**src/hdl/timer_reg_pkg.sv**
```systemverilog
// APB bus types and the register address map of the timer unit
// Imported by the register file, the top level and the testbench

package timer_reg_pkg;

   localparam int unsigned APB_ADDR_WIDTH = 12;
   localparam int unsigned APB_DATA_WIDTH = 32;

   typedef logic [APB_DATA_WIDTH-1:0] apb_data_t;
   typedef logic [APB_ADDR_WIDTH-1:0] apb_addr_t;

   // Channel configuration
   localparam apb_addr_t CFG_LO_OFS = 12'h000;
   localparam apb_addr_t CFG_HI_OFS = 12'h004;

   // Live counter values, a write loads the counter
   localparam apb_addr_t CNT_LO_OFS = 12'h008;
   localparam apb_addr_t CNT_HI_OFS = 12'h00C;

   // Compare values
   localparam apb_addr_t CMP_LO_OFS = 12'h010;
   localparam apb_addr_t CMP_HI_OFS = 12'h014;

   // Trigger registers, bit 0 acts on lo and bit 1 on hi
   // Both read as zero
   localparam apb_addr_t START_OFS  = 12'h018;  // Sets the channel enable
   localparam apb_addr_t RESET_OFS  = 12'h01C;  // Zeroes counter and prescaler

endpackage : timer_reg_pkg

```
**src/hdl/timer_cfg_pkg.sv**
```systemverilog
// Field positions of the CFG_LO and CFG_HI registers and the channel mode
// Used wherever a CFG word is written or decoded

package timer_cfg_pkg;

   // Single bit fields
   localparam int unsigned CFG_EN_BIT       = 0;
   localparam int unsigned CFG_IRQ_EN_BIT   = 2;
   localparam int unsigned CFG_MODE_BIT     = 4;
   localparam int unsigned CFG_PRESC_EN_BIT = 6;
   localparam int unsigned CFG_EVENT_BIT    = 7;   // Count edges of the event input

   // Prescaler value occupies bits 15 to 8
   localparam int unsigned CFG_PRESC_LSB    = 8;

   // Only implemented in CFG_HI
   localparam int unsigned CFG_CASCADE_BIT  = 31;

   // What happens when the counter reaches the compare value
   typedef enum logic {
      MODE_CONTINUOUS = 1'b0,  // Wrap to zero and keep counting
      MODE_ONE_SHOT   = 1'b1   // Stop, enable bit is cleared
   } chan_mode_e;

endpackage : timer_cfg_pkg

```
**src/hdl/apb_timer_regs.sv**
```systemverilog
`timescale 1ns/1ns
// APB slave of the timer unit, holds CFG and CMP and turns trigger writes into pulses
// Transfers complete in one access cycle, unmapped addresses answer with pslverr

module apb_timer_regs #(
   parameter int unsigned PRESC_WIDTH = 8
) (
   input  logic                      clk_i,
   input  logic                      reset_i,
   input  logic                      psel_i,
   input  logic                      penable_i,
   input  logic                      pwrite_i,
   input  timer_reg_pkg::apb_addr_t  paddr_i,
   input  timer_reg_pkg::apb_data_t  pwdata_i,
   output timer_reg_pkg::apb_data_t  prdata_o,
   output logic                      pslverr_o,
   output timer_reg_pkg::apb_data_t  cfg_lo_o,
   output timer_reg_pkg::apb_data_t  cfg_hi_o,
   output timer_reg_pkg::apb_data_t  cmp_lo_o,
   output timer_reg_pkg::apb_data_t  cmp_hi_o,
   output logic [1:0]                start_o,
   output logic [1:0]                clear_o,
   output logic [1:0]                cnt_wr_o,
   output timer_reg_pkg::apb_data_t  cnt_wdata_o,
   input  timer_reg_pkg::apb_data_t  count_lo_i,
   input  timer_reg_pkg::apb_data_t  count_hi_i,
   input  logic [1:0]                enabled_i
);

   import timer_reg_pkg::*;
   import timer_cfg_pkg::*;

   // Writable CFG bits, everything else reads as zero
   localparam apb_data_t PRESC_FIELD =
      ((apb_data_t'(1) << PRESC_WIDTH) - apb_data_t'(1)) << CFG_PRESC_LSB;
   localparam apb_data_t CFG_MASK_LO = (apb_data_t'(1) << CFG_EN_BIT)
                                     | (apb_data_t'(1) << CFG_IRQ_EN_BIT)
                                     | (apb_data_t'(1) << CFG_MODE_BIT)
                                     | (apb_data_t'(1) << CFG_PRESC_EN_BIT)
                                     | (apb_data_t'(1) << CFG_EVENT_BIT)
                                     | PRESC_FIELD;
   localparam apb_data_t CFG_MASK_HI = CFG_MASK_LO | (apb_data_t'(1) << CFG_CASCADE_BIT);

   apb_data_t  cfg_q [2];
   apb_data_t  cmp_q [2];
   logic [1:0] start_q;
   logic [1:0] clear_q;
   logic [1:0] cnt_wr_q;
   apb_data_t  cnt_wdata_q;
   logic       access;
   logic       wr_en;
   logic       addr_hit;
   logic       cnt_sel;
   apb_data_t  rdata;

   assign access  = psel_i & penable_i;   // Access phase of a transfer
   assign wr_en   = access & pwrite_i & addr_hit;
   assign cnt_sel = (paddr_i == CNT_LO_OFS) || (paddr_i == CNT_HI_OFS);

   // Address decode and read mux
   always_comb begin
      addr_hit = 1'b1;
      rdata    = '0;
      case (paddr_i)
         CFG_LO_OFS: rdata = cfg_q[0];
         CFG_HI_OFS: rdata = cfg_q[1];
         CNT_LO_OFS: rdata = count_lo_i;
         CNT_HI_OFS: rdata = count_hi_i;
         CMP_LO_OFS: rdata = cmp_q[0];
         CMP_HI_OFS: rdata = cmp_q[1];
         START_OFS, RESET_OFS: rdata = '0;   // Write only
         default: addr_hit = 1'b0;
      endcase
   end

   assign prdata_o  = rdata;
   assign pslverr_o = access & ~addr_hit;

   always_ff @(posedge clk_i) begin
      if (reset_i) begin
         cfg_q    <= '{default: '0};
         cmp_q    <= '{default: '0};
         start_q  <= '0;
         clear_q  <= '0;
         cnt_wr_q <= '0;
      end else begin
         start_q  <= '0;   // Trigger outputs last one cycle
         clear_q  <= '0;
         cnt_wr_q <= '0;

         // Channel switched itself off after a one-shot match
         for (int i = 0; i < 2; i++) begin
            if (cfg_q[i][CFG_EN_BIT] && !enabled_i[i]) begin
               cfg_q[i][CFG_EN_BIT] <= 1'b0;
            end
         end

         if (wr_en) begin
            case (paddr_i)
               CFG_LO_OFS: cfg_q[0] <= pwdata_i & CFG_MASK_LO;
               CFG_HI_OFS: cfg_q[1] <= pwdata_i & CFG_MASK_HI;
               CNT_LO_OFS: cnt_wr_q[0] <= 1'b1;
               CNT_HI_OFS: cnt_wr_q[1] <= 1'b1;
               CMP_LO_OFS: cmp_q[0] <= pwdata_i;
               CMP_HI_OFS: cmp_q[1] <= pwdata_i;
               START_OFS: begin
                  start_q <= pwdata_i[1:0];
                  // Started channels also show as enabled in CFG
                  for (int i = 0; i < 2; i++) begin
                     if (pwdata_i[i]) begin
                        cfg_q[i][CFG_EN_BIT] <= 1'b1;
                     end
                  end
               end
               RESET_OFS: clear_q <= pwdata_i[1:0];
               default: ;
            endcase
         end
      end
   end

   // Load value travels with the cnt_wr pulse
   always_ff @(posedge clk_i) begin
      if (wr_en && cnt_sel) begin
         cnt_wdata_q <= pwdata_i;
      end
   end

   assign cfg_lo_o    = cfg_q[0];
   assign cfg_hi_o    = cfg_q[1];
   assign cmp_lo_o    = cmp_q[0];
   assign cmp_hi_o    = cmp_q[1];
   assign start_o     = start_q;
   assign clear_o     = clear_q;
   assign cnt_wr_o    = cnt_wr_q;
   assign cnt_wdata_o = cnt_wdata_q;

endmodule : apb_timer_regs

```
**src/hdl/timer_channel.sv**
```systemverilog
`timescale 1ns/1ns
// One 32-bit timer channel with prescaler, tick source select, counter and compare
// The top level builds lo and hi from this, hi with the cascade input enabled

module timer_channel #(
   parameter int unsigned PRESC_WIDTH = 8,
   parameter bit          CASCADE_EN  = 1'b0
) (
   input  logic                      clk_i,
   input  logic                      reset_i,
   input  timer_reg_pkg::apb_data_t  cfg_i,
   input  timer_reg_pkg::apb_data_t  cmp_i,
   input  logic                      start_i,
   input  logic                      clear_i,
   input  logic                      cnt_wr_i,
   input  timer_reg_pkg::apb_data_t  cnt_wdata_i,
   input  logic                      stop_i,
   input  logic                      event_i,
   input  logic                      cascade_tick_i,
   output timer_reg_pkg::apb_data_t  count_o,
   output logic                      enabled_o,
   output logic                      match_o
);

   import timer_reg_pkg::*;
   import timer_cfg_pkg::*;

   logic [1:0]             evt_sync_q;   // Input register, then second stage
   logic                   evt_prev_q;
   logic                   evt_edge;
   logic [PRESC_WIDTH-1:0] presc_q;
   logic [PRESC_WIDTH-1:0] presc_val;
   logic                   presc_tick;
   logic                   cascade_sel;
   logic                   clk_src;
   logic                   src_tick;
   logic                   run;
   logic                   tick;
   logic                   hit;
   logic                   expired_q;
   logic                   match_q;
   chan_mode_e             mode;
   apb_data_t              count_q;

   assign presc_val   = cfg_i[CFG_PRESC_LSB +: PRESC_WIDTH];
   assign mode        = chan_mode_e'(cfg_i[CFG_MODE_BIT]);
   assign cascade_sel = CASCADE_EN && cfg_i[CFG_CASCADE_BIT];
   assign clk_src     = ~cascade_sel & ~cfg_i[CFG_EVENT_BIT];
   assign enabled_o   = cfg_i[CFG_EN_BIT] & ~expired_q;
   assign run         = enabled_o & ~stop_i;   // Stop freezes every tick source

   // Rising edges of the event pin
   always_ff @(posedge clk_i) begin
      if (reset_i) begin
         evt_sync_q <= '0;
         evt_prev_q <= 1'b0;
      end else begin
         evt_sync_q <= {evt_sync_q[0], event_i};
         evt_prev_q <= evt_sync_q[1];
      end
   end

   assign evt_edge = evt_sync_q[1] & ~evt_prev_q;

   // Prescaler, one tick per presc_val + 1 running cycles
   assign presc_tick = ~cfg_i[CFG_PRESC_EN_BIT] | (presc_q == presc_val);

   always_ff @(posedge clk_i) begin
      if (reset_i) begin
         presc_q <= '0;
      end else if (clear_i || !cfg_i[CFG_PRESC_EN_BIT]) begin
         presc_q <= '0;
      end else if (run && clk_src) begin
         presc_q <= presc_tick ? '0 : presc_q + 1'b1;
      end
   end

   always_comb begin
      if (cascade_sel) begin
         src_tick = cascade_tick_i;   // Lo match pulse
      end else if (cfg_i[CFG_EVENT_BIT]) begin
         src_tick = evt_edge;
      end else begin
         src_tick = presc_tick;
      end
   end

   assign tick = run & src_tick;
   assign hit  = tick & ~clear_i & ~cnt_wr_i & (count_q == cmp_i);

   always_ff @(posedge clk_i) begin
      if (reset_i) begin
         count_q   <= '0;
         match_q   <= 1'b0;
         expired_q <= 1'b0;
      end else begin
         match_q <= hit;
         if (clear_i) begin
            count_q <= '0;
         end else if (cnt_wr_i) begin
            count_q <= cnt_wdata_i;
         end else if (hit) begin
            if (mode == MODE_CONTINUOUS) begin
               count_q <= '0;
            end   // One-shot holds the compare value
         end else if (tick) begin
            count_q <= count_q + 1'b1;
         end

         // Expiry holds until restarted or CFG enable drops
         if (start_i || !cfg_i[CFG_EN_BIT]) begin
            expired_q <= 1'b0;
         end else if (hit && (mode == MODE_ONE_SHOT)) begin
            expired_q <= 1'b1;
         end
      end
   end

   assign count_o = count_q;
   assign match_o = match_q;

endmodule : timer_channel

```
**src/hdl/timer_irq_ctrl.sv**
```systemverilog
`timescale 1ns/1ns
// Interrupt and status outputs of the timer unit
// Match pulses become one-cycle irq pulses when the channel's irq enable is set

module timer_irq_ctrl (
   input  logic       clk_i,
   input  logic       reset_i,
   input  logic       match_lo_i,
   input  logic       match_hi_i,
   input  logic [1:0] irq_en_i,    // Bit 0 lo, bit 1 hi
   input  logic [1:0] enabled_i,
   output logic       irq_lo_o,
   output logic       irq_hi_o,
   output logic       busy_o
);

   logic irq_lo_q;
   logic irq_hi_q;
   logic busy_q;

   // One cycle behind the match, never held
   always_ff @(posedge clk_i) begin
      if (reset_i) begin
         irq_lo_q <= 1'b0;
         irq_hi_q <= 1'b0;
      end else begin
         irq_lo_q <= match_lo_i & irq_en_i[0];
         irq_hi_q <= match_hi_i & irq_en_i[1];
      end
   end

   // Busy while any channel runs
   always_ff @(posedge clk_i) begin
      if (reset_i) begin
         busy_q <= 1'b0;
      end else begin
         busy_q <= |enabled_i;
      end
   end

   assign irq_lo_o = irq_lo_q;
   assign irq_hi_o = irq_hi_q;
   assign busy_o   = busy_q;

endmodule : timer_irq_ctrl

```
**src/hdl/apb_timer_unit.sv**
```systemverilog
`timescale 1ns/1ns
// APB timer unit with two 32-bit channels, lo and hi, hi can count lo matches
// Register file feeds both channels, the irq block drives interrupts and busy

module apb_timer_unit #(
   parameter int unsigned PRESC_WIDTH = 8
) (
   input  logic                      clk_i,
   input  logic                      reset_i,
   input  logic                      psel_i,
   input  logic                      penable_i,
   input  logic                      pwrite_i,
   input  timer_reg_pkg::apb_addr_t  paddr_i,
   input  timer_reg_pkg::apb_data_t  pwdata_i,
   output timer_reg_pkg::apb_data_t  prdata_o,
   output logic                      pslverr_o,
   input  logic                      stoptimer_i,
   input  logic                      event_lo_i,
   input  logic                      event_hi_i,
   output logic                      irq_lo_o,
   output logic                      irq_hi_o,
   output logic                      busy_o
);

   import timer_reg_pkg::*;
   import timer_cfg_pkg::*;

   apb_data_t  cfg_lo;
   apb_data_t  cfg_hi;
   apb_data_t  cmp_lo;
   apb_data_t  cmp_hi;
   apb_data_t  cnt_wdata;
   apb_data_t  count_lo;
   apb_data_t  count_hi;
   logic [1:0] start;      // Bit 0 lo, bit 1 hi
   logic [1:0] clear;
   logic [1:0] cnt_wr;
   logic [1:0] enabled;
   logic       match_lo;
   logic       match_hi;

   apb_timer_regs #(
      .PRESC_WIDTH (PRESC_WIDTH)
   ) i_regs (
      .clk_i       (clk_i),
      .reset_i     (reset_i),
      .psel_i      (psel_i),
      .penable_i   (penable_i),
      .pwrite_i    (pwrite_i),
      .paddr_i     (paddr_i),
      .pwdata_i    (pwdata_i),
      .prdata_o    (prdata_o),
      .pslverr_o   (pslverr_o),
      .cfg_lo_o    (cfg_lo),
      .cfg_hi_o    (cfg_hi),
      .cmp_lo_o    (cmp_lo),
      .cmp_hi_o    (cmp_hi),
      .start_o     (start),
      .clear_o     (clear),
      .cnt_wr_o    (cnt_wr),
      .cnt_wdata_o (cnt_wdata),
      .count_lo_i  (count_lo),
      .count_hi_i  (count_hi),
      .enabled_i   (enabled)
   );

   timer_channel #(
      .PRESC_WIDTH (PRESC_WIDTH),
      .CASCADE_EN  (1'b0)
   ) i_chan_lo (
      .clk_i          (clk_i),
      .reset_i        (reset_i),
      .cfg_i          (cfg_lo),
      .cmp_i          (cmp_lo),
      .start_i        (start[0]),
      .clear_i        (clear[0]),
      .cnt_wr_i       (cnt_wr[0]),
      .cnt_wdata_i    (cnt_wdata),
      .stop_i         (stoptimer_i),
      .event_i        (event_lo_i),
      .cascade_tick_i (1'b0),   // Lo has no cascade source
      .count_o        (count_lo),
      .enabled_o      (enabled[0]),
      .match_o        (match_lo)
   );

   timer_channel #(
      .PRESC_WIDTH (PRESC_WIDTH),
      .CASCADE_EN  (1'b1)
   ) i_chan_hi (
      .clk_i          (clk_i),
      .reset_i        (reset_i),
      .cfg_i          (cfg_hi),
      .cmp_i          (cmp_hi),
      .start_i        (start[1]),
      .clear_i        (clear[1]),
      .cnt_wr_i       (cnt_wr[1]),
      .cnt_wdata_i    (cnt_wdata),
      .stop_i         (stoptimer_i),
      .event_i        (event_hi_i),
      .cascade_tick_i (match_lo),   // Counts lo compare matches
      .count_o        (count_hi),
      .enabled_o      (enabled[1]),
      .match_o        (match_hi)
   );

   timer_irq_ctrl i_irq (
      .clk_i      (clk_i),
      .reset_i    (reset_i),
      .match_lo_i (match_lo),
      .match_hi_i (match_hi),
      .irq_en_i   ({cfg_hi[CFG_IRQ_EN_BIT], cfg_lo[CFG_IRQ_EN_BIT]}),
      .enabled_i  (enabled),
      .irq_lo_o   (irq_lo_o),
      .irq_hi_o   (irq_hi_o),
      .busy_o     (busy_o)
   );

endmodule : apb_timer_unit

```
**config.mk**
```make
export PLATFORM = sky130hd
export DESIGN_NAME = apb_timer_unit
export DESIGN_NICKNAME = d
export VERILOG_FILES = /design/src/hdl/timer_reg_pkg.sv /design/src/hdl/timer_cfg_pkg.sv /design/src/hdl/apb_timer_regs.sv /design/src/hdl/timer_channel.sv /design/src/hdl/timer_irq_ctrl.sv /design/src/hdl/apb_timer_unit.sv
export SDC_FILE = /design/constraint.sdc
export NUM_CORES = 1
export LEC_CHECK = 0
export BUFFER_PORTS_ARGS = -buffer_cell sky130_fd_sc_hd__buf_2
export CORE_ASPECT_RATIO = 2
export CORE_MARGIN = 2
export CORE_UTILIZATION = 55
export CTS_CLUSTER_SIZE = 16
export DETAILED_ROUTE_END_ITERATION = 6
export MAX_ROUTING_LAYER = met4
export PLACE_DENSITY = 0.86
export REMOVE_ABC_BUFFERS = 1
export SETUP_SLACK_MARGIN = 0.15
export SLEW_MARGIN = 10
export SYNTH_ARGS = -nofsm -noshare
export SYNTH_HDL_FRONTEND = slang
export SYNTH_SLANG_ARGS = --single-unit
```
**constraint.sdc**
```tcl
create_clock -name clk_i -period 3.8 [get_ports clk_i]
set_clock_uncertainty 0.15 [all_clocks]
set_input_delay 0.95 -clock clk_i [delete_from_list [all_inputs] [get_ports clk_i]]
set_output_delay 0.95 -clock clk_i [all_outputs]
set_load 0.05 [all_outputs]
```
Yosys cells after proc, flatten, opt, wreduce, memory -nomap -nowiden
Cells that the tools add are included.
- add/subtract/negate cells: 4
- eq/ne operators: 13
- muxes and demuxes: 25
- bitwise operators: 41
- reductions and logical operators: 38
- operators with widths (operator ; number):
    $mux W32 ; 8
    $pmux W32 S6 ; 1
    $add A32 B1 Y32 const B ; 2
    $eq A32 B32 Y1 ; 2
    $eq A12 B5 Y1 const B ; 4
    $mux W33 ; 1
    $mux W31 ; 1
    $eq A12 B4 Y1 const B ; 2
    $and A1 B1 Y1 ; 21
    $not A1 Y1 ; 18
    $add A8 B1 Y8 const B ; 2
    $eq A8 B8 Y1 ; 2
    $mux W8 ; 2
    $reduce_or A2 Y1 ; 8
    $eq A12 B3 Y1 const B ; 1
    $logic_not A12 Y1 ; 1
    $reduce_and A2 Y1 ; 6
    $mux W1 ; 10
    $reduce_or A8 Y1 ; 1
    $logic_and A1 B1 Y1 ; 7
    $logic_not A1 Y1 ; 6
    $ne A3 B3 Y1 const B ; 2
    $reduce_bool A3 Y1 ; 2
    $reduce_or A3 Y1 ; 2
    3 further kinds ; 9
- register bits: 222
- output and inout port bits: 36

Logic depth before layout (Yosys ltp)
Gate-level depths: netlist (run 1).
- depth after elaboration: 10
- gate-level depth with buffers: 9

By module
Synthesis (run 1) repeated with hierarchy kept, for this count alone.
- cells, all modules: 1389
- area total of the unflattened synthesis: 12420.7 µm²
- modules (own cells, without submodules) (module ; times used ; cells each ; area an instance (µm²) ; seq. area each (µm²)):
    apb_timer_regs ; 1 ; 612 ; 6122.1 ; 2902.8
    timer_channel at i_chan_hi ; 1 ; 407 ; 3218.1 ; 900.9
    timer_channel at i_chan_lo ; 1 ; 363 ; 2989.1 ; 900.9
    timer_irq_ctrl ; 1 ; 6 ; 87.6 ; 60.1
    apb_timer_unit ; 1 ; 1 ; 3.8 ; 0.0

Worst setup path after synthesis (run 1)
OpenSTA, ideal clock, no wires.
- kind: input -> output
- from: in paddr_i[10]
- to: out prdata_o[0]
- arrival: 2.802 ns
- slack: -0.102 ns
- stages on the path: 7
- path buffers: 1
- path through: nor4_1 nand3_1 or3_1 nor2_1 clkbuf_1 a22oi_1 nand3_1
- word-level cells in the longest chain between the ends: 2
- RTL lines (item ; line ; RTL):
    from (decl) ; apb_timer_unit.sv:13 ; input timer_reg_pkg::apb_addr_t paddr_i,
    $eq A12 B5 Y1, or another cell as far along ; apb_timer_regs.sv:64 ; case (paddr_i)
    $pmux W32 S6 * ; apb_timer_regs.sv:64 ;
    to (decl) ; apb_timer_unit.sv:15 ; output timer_reg_pkg::apb_data_t prdata_o,
Mark *: on every way between the ends. The rest lies on a longest branch, timed or not.

Worst setup path in the final report (run 1)
- from: in paddr_i[0]
- to: out prdata_o[14]
Same word-level chain as after synthesis.

==> results of run 1 <==
-- final cells by class --
cell class	instances	share of cell area (%)
Timing Repair Buffer	158	10.87
Clock inverter	4	0.1537
Sequential cell	222	34.44
Clock buffer	36	5.179
Tap cell	269	2.432
Inverter	10	0.2712
Multi-Input combinational cell	1033	46.66
-- registers in the layout, indices dropped and copies added, names as in the netlist --
register and count:
i_chan_hi.count_o 32, i_chan_hi.evt_prev_q 1, i_chan_hi.evt_sync_q 2, i_chan_hi.expired_q 1
i_chan_hi.match_o 1, i_chan_hi.presc_q 8, i_chan_lo.count_o 32, i_chan_lo.evt_prev_q 1
i_chan_lo.evt_sync_q 2, i_chan_lo.expired_q 1, i_chan_lo.match_o 1, i_chan_lo.presc_q 8
i_irq.busy_o 1, i_irq.irq_hi_o 1, i_irq.irq_lo_o 1, i_regs.cfg_hi_o 14
i_regs.cfg_lo_o 13, i_regs.clear_o 2, i_regs.cmp_hi_o 32, i_regs.cmp_lo_o 32
i_regs.cnt_wdata_o 32, i_regs.cnt_wr_o 2, i_regs.start_o 2
-- routing by layer --
metal  GRT usage, %  vias up  wire length, µm
li1               -     5122                -
met1          36.83     5461            13440
met2          63.10      811            20740
met3          7.081      373             3812
met4          38.74        0             6130
met5              -        -                0
-- layout by cell type, fill, tap and decap left out, types with 7 or more instances in the layout --
master,n
nand2_1,235
dfxtp_1,188
a21oi_1,135
xor2_1,92
nor2_1,80
buf_2,52
buf_4,44
buf_6,36
nor3_1,35
mux2i_1,35
nor4_1,34
nand3_1,33
edfxtp_1,32
nand4_1,30
clkbuf_16,29
a22oi_1,28
o21ai_0,27
a221o_1,20
xnor2_1,17
o221ai_1,16
and3_1,15
buf_12,13
and4_1,12
nor2b_1,11
a22oi_2,10
a22o_1,10
nand3_2,10
inv_1,10
a221oi_1,10
o22ai_1,9
and2_1,9
a211oi_1,9
or2_2,8
buf_8,8
or3_1,7
-- timing repair --
action / CTS / global route
endpoints found under the setup margin: 32 / 32
setup buffers: 5 / 2
cloned: 2 / 6
gates resized for setup: 76 / 44
pin swaps: 6 / 8
-- where the power goes --
part	switching, mW	internal [mW]
sequential	0.0525	2.41
combinational	0.184	0.0955
clock	0.953	1.29
total	1.19	3.79
-- cell families after synthesis --
kind of cell | count (synthesis)
xor gates and xnor gates | 109
AOI/OAI and AO/OA | 322
buffers and inverters | 117
DFF | 222
and+or+nand+nor | 563
adders and majority gates | 4
muxes | 35
-- synth_stat cells (all sizes together) (21+ instances only) --
cell type	n	area, µm²
nand4	30	187.7
nand3	43	215.2
buf	26	160.2
dfxtp	190	3804
a22oi	38	295.3
o21ai	28	140.1
clkbuf	80	350.3
nor3	38	206.5
edfxtp	32	960.9
xor2	92	805.8
a21oi	136	684.4
and3	21	137.6
nand2	236	888.4
nor4	37	252.7
nor2	86	327.8
mux2i	35	350.3
-- per-stage QoR --
step | total power [mW] | util [%]
finish | 4.983 | 66.44
CTS | 4.962 | 64.83
detailed placement | 2.759 | 59.73
global placement | 2.753 | 59.73
floorplan | 2.593 | -
global route | 5.081 | 66.44
-- worst max path at each step --
stage | from | endpoint | slack (ns) | depth (start not counted)
2_1_floorplan | paddr_i[10] | prdata_o[0] | -0.95 | 5
3_3_place_gp | paddr_i[10] | prdata_o[0] | -0.06 | 10
3_5_place_dp | paddr_i[10] | prdata_o[0] | -0.15 | 10
4_1_cts | paddr_i[0] | prdata_o[0] | 0.06 | 10
5_1_grt | paddr_i[0] | prdata_o[17] | -0.009 | 9
6_report | paddr_i[0] | prdata_o[14] | 0.02 | 10
==> results by group, run 1 <==
STA
  – Worst Hold Slack: 0.2547 ns
  – Final slew viol count: 0
  – Worst slew margin: 35.05%
  – Period minus WS final: 3.781 ns
  – Min setup slack post-route: 0.01874 ns
  – Fin crit share: 99.51%
  – Count of final setup violators: 0
  – Max Fclk: around 0.26 GHz
  – Final setup TNS: 0 ns
  – Endpoints failing hold: 0
  – RSZ-0062 raised after global routing: true
  – Least-Margin Pin Slew: 0.9654 ns

CTS
  – CTS tree: yes
  – Htree depth: 1
  – Num CTS Buffers: 22
  – CTS clk-pin slew, worst paths: approximately 0.06 ns
  – CTS Hold Buffers Added: 0
  – Root Driver: clkbuf_16
  – Worst-skew pair later-pin latency: between 0.5 and 0.6 ns
  – Clk sinks: 222
  – Max Root-Sink Buffers: 3

Synth
  – Synth Area in Simple Gates: between 20% and 30%
  – Main combinational cell family by area after synthesis: simple AND/OR/NAND/NOR gates
  – Top FF cell, synth: dfxtp_1
  – Post-Synth Adder-Cell Area: less than 1%
  – Mux cell area share after synthesis: 3.022%
  – Post-synth cell types: 77
  – Post-synthesis sequential area ratio: 41.10%
  – Post-synthesis average cell area: approximately 8.4 µm²
  – Synth Area in Compound Gates: 18.72%
  – Mapped Cells: ~1400
  – Mapped cell area: 0.01159 mm²
  – Synth warnings: 0
  – Ys async rst share: 0%
  – Yosys reg bits: about 220
  – Xor/xnor cell area share of the yosys netlist: between 8 and 9%
  – Post-synth EDFFs: 32

Route
  – Initial DRC Count: ~1300
  – Pre-antenna DRT Iters: 6
  – Residual DRC: 0
  – Routed via count: approximately 12000
  – ANT nets after route: 0
  – Wire per inst: between 20 and 30 µm
  – Total routed wirelength: ~44 mm
  – Post-DR vias/cell: just under 7

Worst hold path
  – Hold path cells: 1
  – Hold Crit Start: i_regs.start_o[1]$_SDFF_PP0_
  – Hold WC Path Type: register to register
  – Worst Hold Path EP: i_chan_hi.expired_q$_SDFFE_PP0P_

Floorplan
  – Die area: 0.02232 mm²
  – Core region area: 0.02083 mm²
  – Initial Util: 55.65%
  – Placement row count: 75
  – Horiz. Die Dim: 106.7 µm
  – DIE HEIGHT: around 210 µm
  – I/O pin count: 88

Worst setup path
  – Worst setup EP type: output pin
  – Worst Path Class, Setup: primary input to output pin
  – CP top delay family: simple AND/OR/NAND/NOR gates
  – CP most frequent cell: buf_6
  – CP Cell Sequence: buf_6 > nor4_4 > nand3_1 > buf_6 > or3_4 > nor2_4 > buf_6 > a22oi_1 > nand3_1 > buf_6
  – Worst-path fanout max: 6
  – Buf/Inv on CP: 4
  – Slowest-stage cell, CP: or3_4
  – Critical R2R Launch: i_chan_hi.count_o[27]$_SDFFE_PP0P_
  – R2R depth: 7
  – Nature of the critical path startpoint: primary input
  – Reg2reg end: i_chan_hi.count_o[26]$_SDFFE_PP0P_
  – Critical Path Max Stage Delay: 0.36 ns
  – Reg2reg setup slack: 0.26 ns
  – Crit path DAT: about 2.7 ns
  – WP data required: roughly 2.7 ns

Layout
  – Area Overhead vs Synth: 19.41%
  – Antenna cell count: 0
  – Fillers: approximately 1700
  – Reg area: between 0.004 and 0.005 mm²
  – Multi-input gate area: 0.006459 mm²
  – # nets final: between 1500 and 2000
  – Design Area, Final: 0.01384 mm²
  – Non-Filler Instances: ~1700
  – Share of cells above drive strength 1: around 17%

Pwr
  – Worst vdd ir: between 0.0004 and 0.0005 V
  – Power density over the cells: 360.0 mW/mm²
  – Leak Pwr: between 5 and 6 nW

Place
  – IO Port Bufs: 87
  – Placed instance count: 1677
  – Final Wtd Congestion: between 1 and 1.5
  – Placed Area: ~0.012 mm²
  – HPWL after DPL: 29.52 mm
  – Place WS: -0.1516 ns

Flow run
  – Total of max-cap violations: 0

Outcome
  – Status: complete, no violations

Global route
  – Wire length of the first global-routing pass: 63.87 mm
  – GRT Residual Overflow: 0
  – Vias in the first global route: 11516
  – Tot GR Track Use: roughly two fifths
  – Initial antenna violation count: 0
  – Largest net degree at the start of global routing: around 70
No activity file was read; power rests on OpenSTA's default activity.
==> run 2: changes to the inputs <==
--- a/config.mk
+++ b/config.mk
@@ -6,7 +6,6 @@
 export NUM_CORES = 1
 export LEC_CHECK = 0
 export BUFFER_PORTS_ARGS = -buffer_cell sky130_fd_sc_hd__buf_2
-export CORE_ASPECT_RATIO = 2
 export CORE_MARGIN = 2
 export CORE_UTILIZATION = 55
 export CTS_CLUSTER_SIZE = 16
==> results by group, run 2 (synthesis results as in run 1) <==
Place
  – HPWL after DPL: 26.20 mm (-11%)
  – Placed instance count: 1678 (+0.060%)
  – IO Port Bufs: 87 (unchanged)
  – Place WS: -0.09331 ns (+0.05832 ns)
  – Final Wtd Congestion: 1.036 (+1.4%)

Floorplan
  – Initial Util: 55.67% (about the same)
  – Horiz. Die Dim: 149.2 µm (+40%)
  – DIE HEIGHT: 149.2 µm (-29%)
  – Die area: 0.02225 mm² (-0.31%)
  – I/O pin count: 88 (unchanged)
  – Placement row count: 53 (-29%)
  – Core region area: 0.02082 mm² (about the same)

Pwr
  – Tot Pwr: 5.050 mW (+1.4%)
  – Sw Pwr: 1.173 mW (-1.4%)
  – Clock network power share: 46.6% (+1.5 points)
  – Leak Pwr: 5.271 nW (-1.8%)
  – Reg power frac: 48.8% (-0.5 points)
  – Comb power frac: 4.7% (-0.9 points)
  – P_int: 3.878 mW (+2.2%)
  – Worst vdd ir: 0.0003415 V (-17%)
  – Sw frac: 23.22% (-0.66 points)
  – Power density over the cells: 369.9 mW/mm² (+2.8%)

Global route
  – Vias in the first global route: 10901 (-5.3%)
  – GRT Residual Overflow: 0 (unchanged)
  – Initial antenna violation count: 0 (unchanged)
  – Largest net degree at the start of global routing: 69 (unchanged)
  – Tot GR Track Use: 34.97% (-3.7 points)
  – Wire length of the first global-routing pass: 59.22 mm (-7.3%)

STA
  – Endpoints failing hold: 0 (unchanged)
  – Fin crit share: 98.72% (-0.79 points)
  – Final setup TNS: 0 ns (unchanged)
  – Worst slew margin: 29.91% (-5.1 points)
  – Least-Margin Pin Slew: 1.050 ns (+0.08480 ns)
  – Count of final setup violators: 0 (unchanged)
  – RSZ-0062 raised after global routing: true
  – Period minus WS final: 3.751 ns (-0.02985 ns)
  – Max Fclk: 0.2666 GHz (+0.80%)
  – Min setup slack post-route: 0.04858 ns (+0.02985 ns)
  – Final slew viol count: 0 (unchanged)

Flow run
  – Total of max-cap violations: 0 (unchanged)

Worst setup path
  – Crit. path cell count: 10 (unchanged)
  – Worst Path Class, Setup: primary input to output pin
  – WP data required: 2.70 ns (about the same)
  – CP top delay family: simple AND/OR/NAND/NOR gates
  – Nature of the critical path startpoint: primary input
  – Worst-path fanout max: 6 (unchanged)
  – CP Cell Sequence: buf_6 > nor4_4 > nand3_1 > buf_6 > or3_4 > nor2_4 > buf_6 > a22oi_2 > nand3_1 > buf_6
  – CP most frequent cell: buf_6
  – Worst setup EP type: output pin
  – R2R depth: 8 (+1)
  – Slowest-stage cell, CP: or3_4
  – Buf/Inv on CP: 4 (unchanged)
  – Critical Path Max Stage Delay: 0.34 ns (-0.02 ns)
  – Crit path DAT: 2.65 ns (-0.03 ns)

Outcome
  – Status: complete, no violations

Route
  – Residual DRC: 0 (unchanged)
  – Pre-antenna DRT Iters: 6 (unchanged)
  – Total routed wirelength: 38.73 mm (-12%)
  – Wire per inst: 22.36 µm (-12%)
  – Initial DRC Count: 1380 (+8.5%)
  – ANT nets after route: 0 (unchanged)
  – Routed via count: 11422 (-2.9%)
  – Post-DR vias/cell: 6.595 (-2.9%)

Layout
  – Antenna cell count: 0 (unchanged)
  – Share of cells above drive strength 1: 16.47% (-0.89 points)
  – Commonest non-fill, non-tap cell in the layout: nand2_1
  – Fillers: 1655 (-1.8%)
  – Most frequent cells in the layout: 235 x nand2_1, 188 x dfxtp_1, 135 x a21oi_1
  – # nets final: 1495 (-0.53%)
  – Area Overhead vs Synth: 17.78%
  – Non-Filler Instances: 1732 (unchanged)
  – Reg area: 0.004767 mm² (unchanged)
  – Multi-input gate area: 0.006439 mm² (-0.31%)

CTS
  – Htree depth: 1 (unchanged)
  – Root Driver: clkbuf_16
  – CTS tree: yes
  – Worst-skew pair later-pin latency: 0.54 ns (about the same)
  – Num CTS Buffers: 25 (+14%)
  – Clk sinks: 222 (unchanged)
  – CTS clk-pin slew, worst paths: 0.06 ns (about the same)
  – Max Root-Sink Buffers: 3 (unchanged)

Worst hold path
  – Hold path cells: 1 (unchanged)
  – Hold WC Path Type: register to register
-- run 2: cell types whose count changed in the layout (fill, tap and decap cells not counted), sizes merged --
| cell | before | now |
|---|---|---|
| bufinv | 0 | 1 |
| inv | 11 | 12 |
| clkinv | 3 | 2 |
| buf | 154 | 146 |
| clkbuf | 40 | 41 |
-- run 2: worst paths after layout --
| check | start | slack, ns | to |
|---|---|---|---|
| hold / removal | i_regs.start_o[0]$_SDFF_PP0_ | 0.25 | i_chan_lo.expired_q$_SDFFE_PP0P_ |
| setup reg to reg | i_chan_hi.count_o[4]$_SDFFE_PP0P_ | 0.52 | i_chan_hi.count_o[29]$_SDFFE_PP0P_ |
| hold reg to reg | i_regs.start_o[0]$_SDFF_PP0_ | 0.25 | i_chan_lo.expired_q$_SDFFE_PP0P_ |
| setup / recovery | paddr_i[10] | 0.05 | prdata_o[6] |
-- run 2: power groups by stage --
stage / clock (mW) / sequential, mW / combinational (mW)
after global routing: 2.45 / 2.47 / 0.248
after CTS: 2.36 / 2.46 / 0.226
final: 2.35 / 2.46 / 0.236
after floorplan: 0 / 2.50 / 0.0980
after global placement: 0 / 2.51 / 0.218
after detailed placement: 0 / 2.51 / 0.221
-- run 2: layer usage --
layer	track usage (%)	wire, µm	vias to the layer above
li1	-	-	5097
met1	43.61	14540	5361
met2	53.99	17780	789
met3	6.697	4240	175
met4	18.38	2167	0
met5	-	0	-
-- run 2: worst reg2reg max path, delay by kind of cell (launching register included) --
family | cells | cell delay, ns
DFF | 1 | 0.55
buffers and inverters | 1 | 0.21
and+or+nand+nor | 3 | 1.26
xor gates and xnor gates | 1 | 0.20
AOI/OAI and AO/OA | 3 | 0.79
-- run 2: final cells by class --
cell class	count	share of cell area, %
clock buffer	40	5.370
clock inverter	5	0.4032
inverter	10	0.2749
multi-input combinational	1033	47.16
sequential	222	34.92
tap	275	2.520
timing repair buffer	147	9.357
-- run 2: timing repair --
item,in CTS,in global routing
buffers inserted,1,5
endpoints found under the setup margin,32,32
cloned,2,1
pin swaps,5,9
resized for setup,80,31
hold buffers,0,0
-- run 2: per-stage QoR --
stage | area [µm²] | util [%] | hold slack (ns)
after floorplan | 11070 | - | 0.2242
after global placement | 12380 | 59.43 | 0.2297
after detailed placement | 12380 | 59.43 | 0.2449
after CTS | 13460 | 64.64 | 0.2527
after global routing | 13650 | 65.57 | 0.2696
final | 13650 | 65.57 | 0.2525
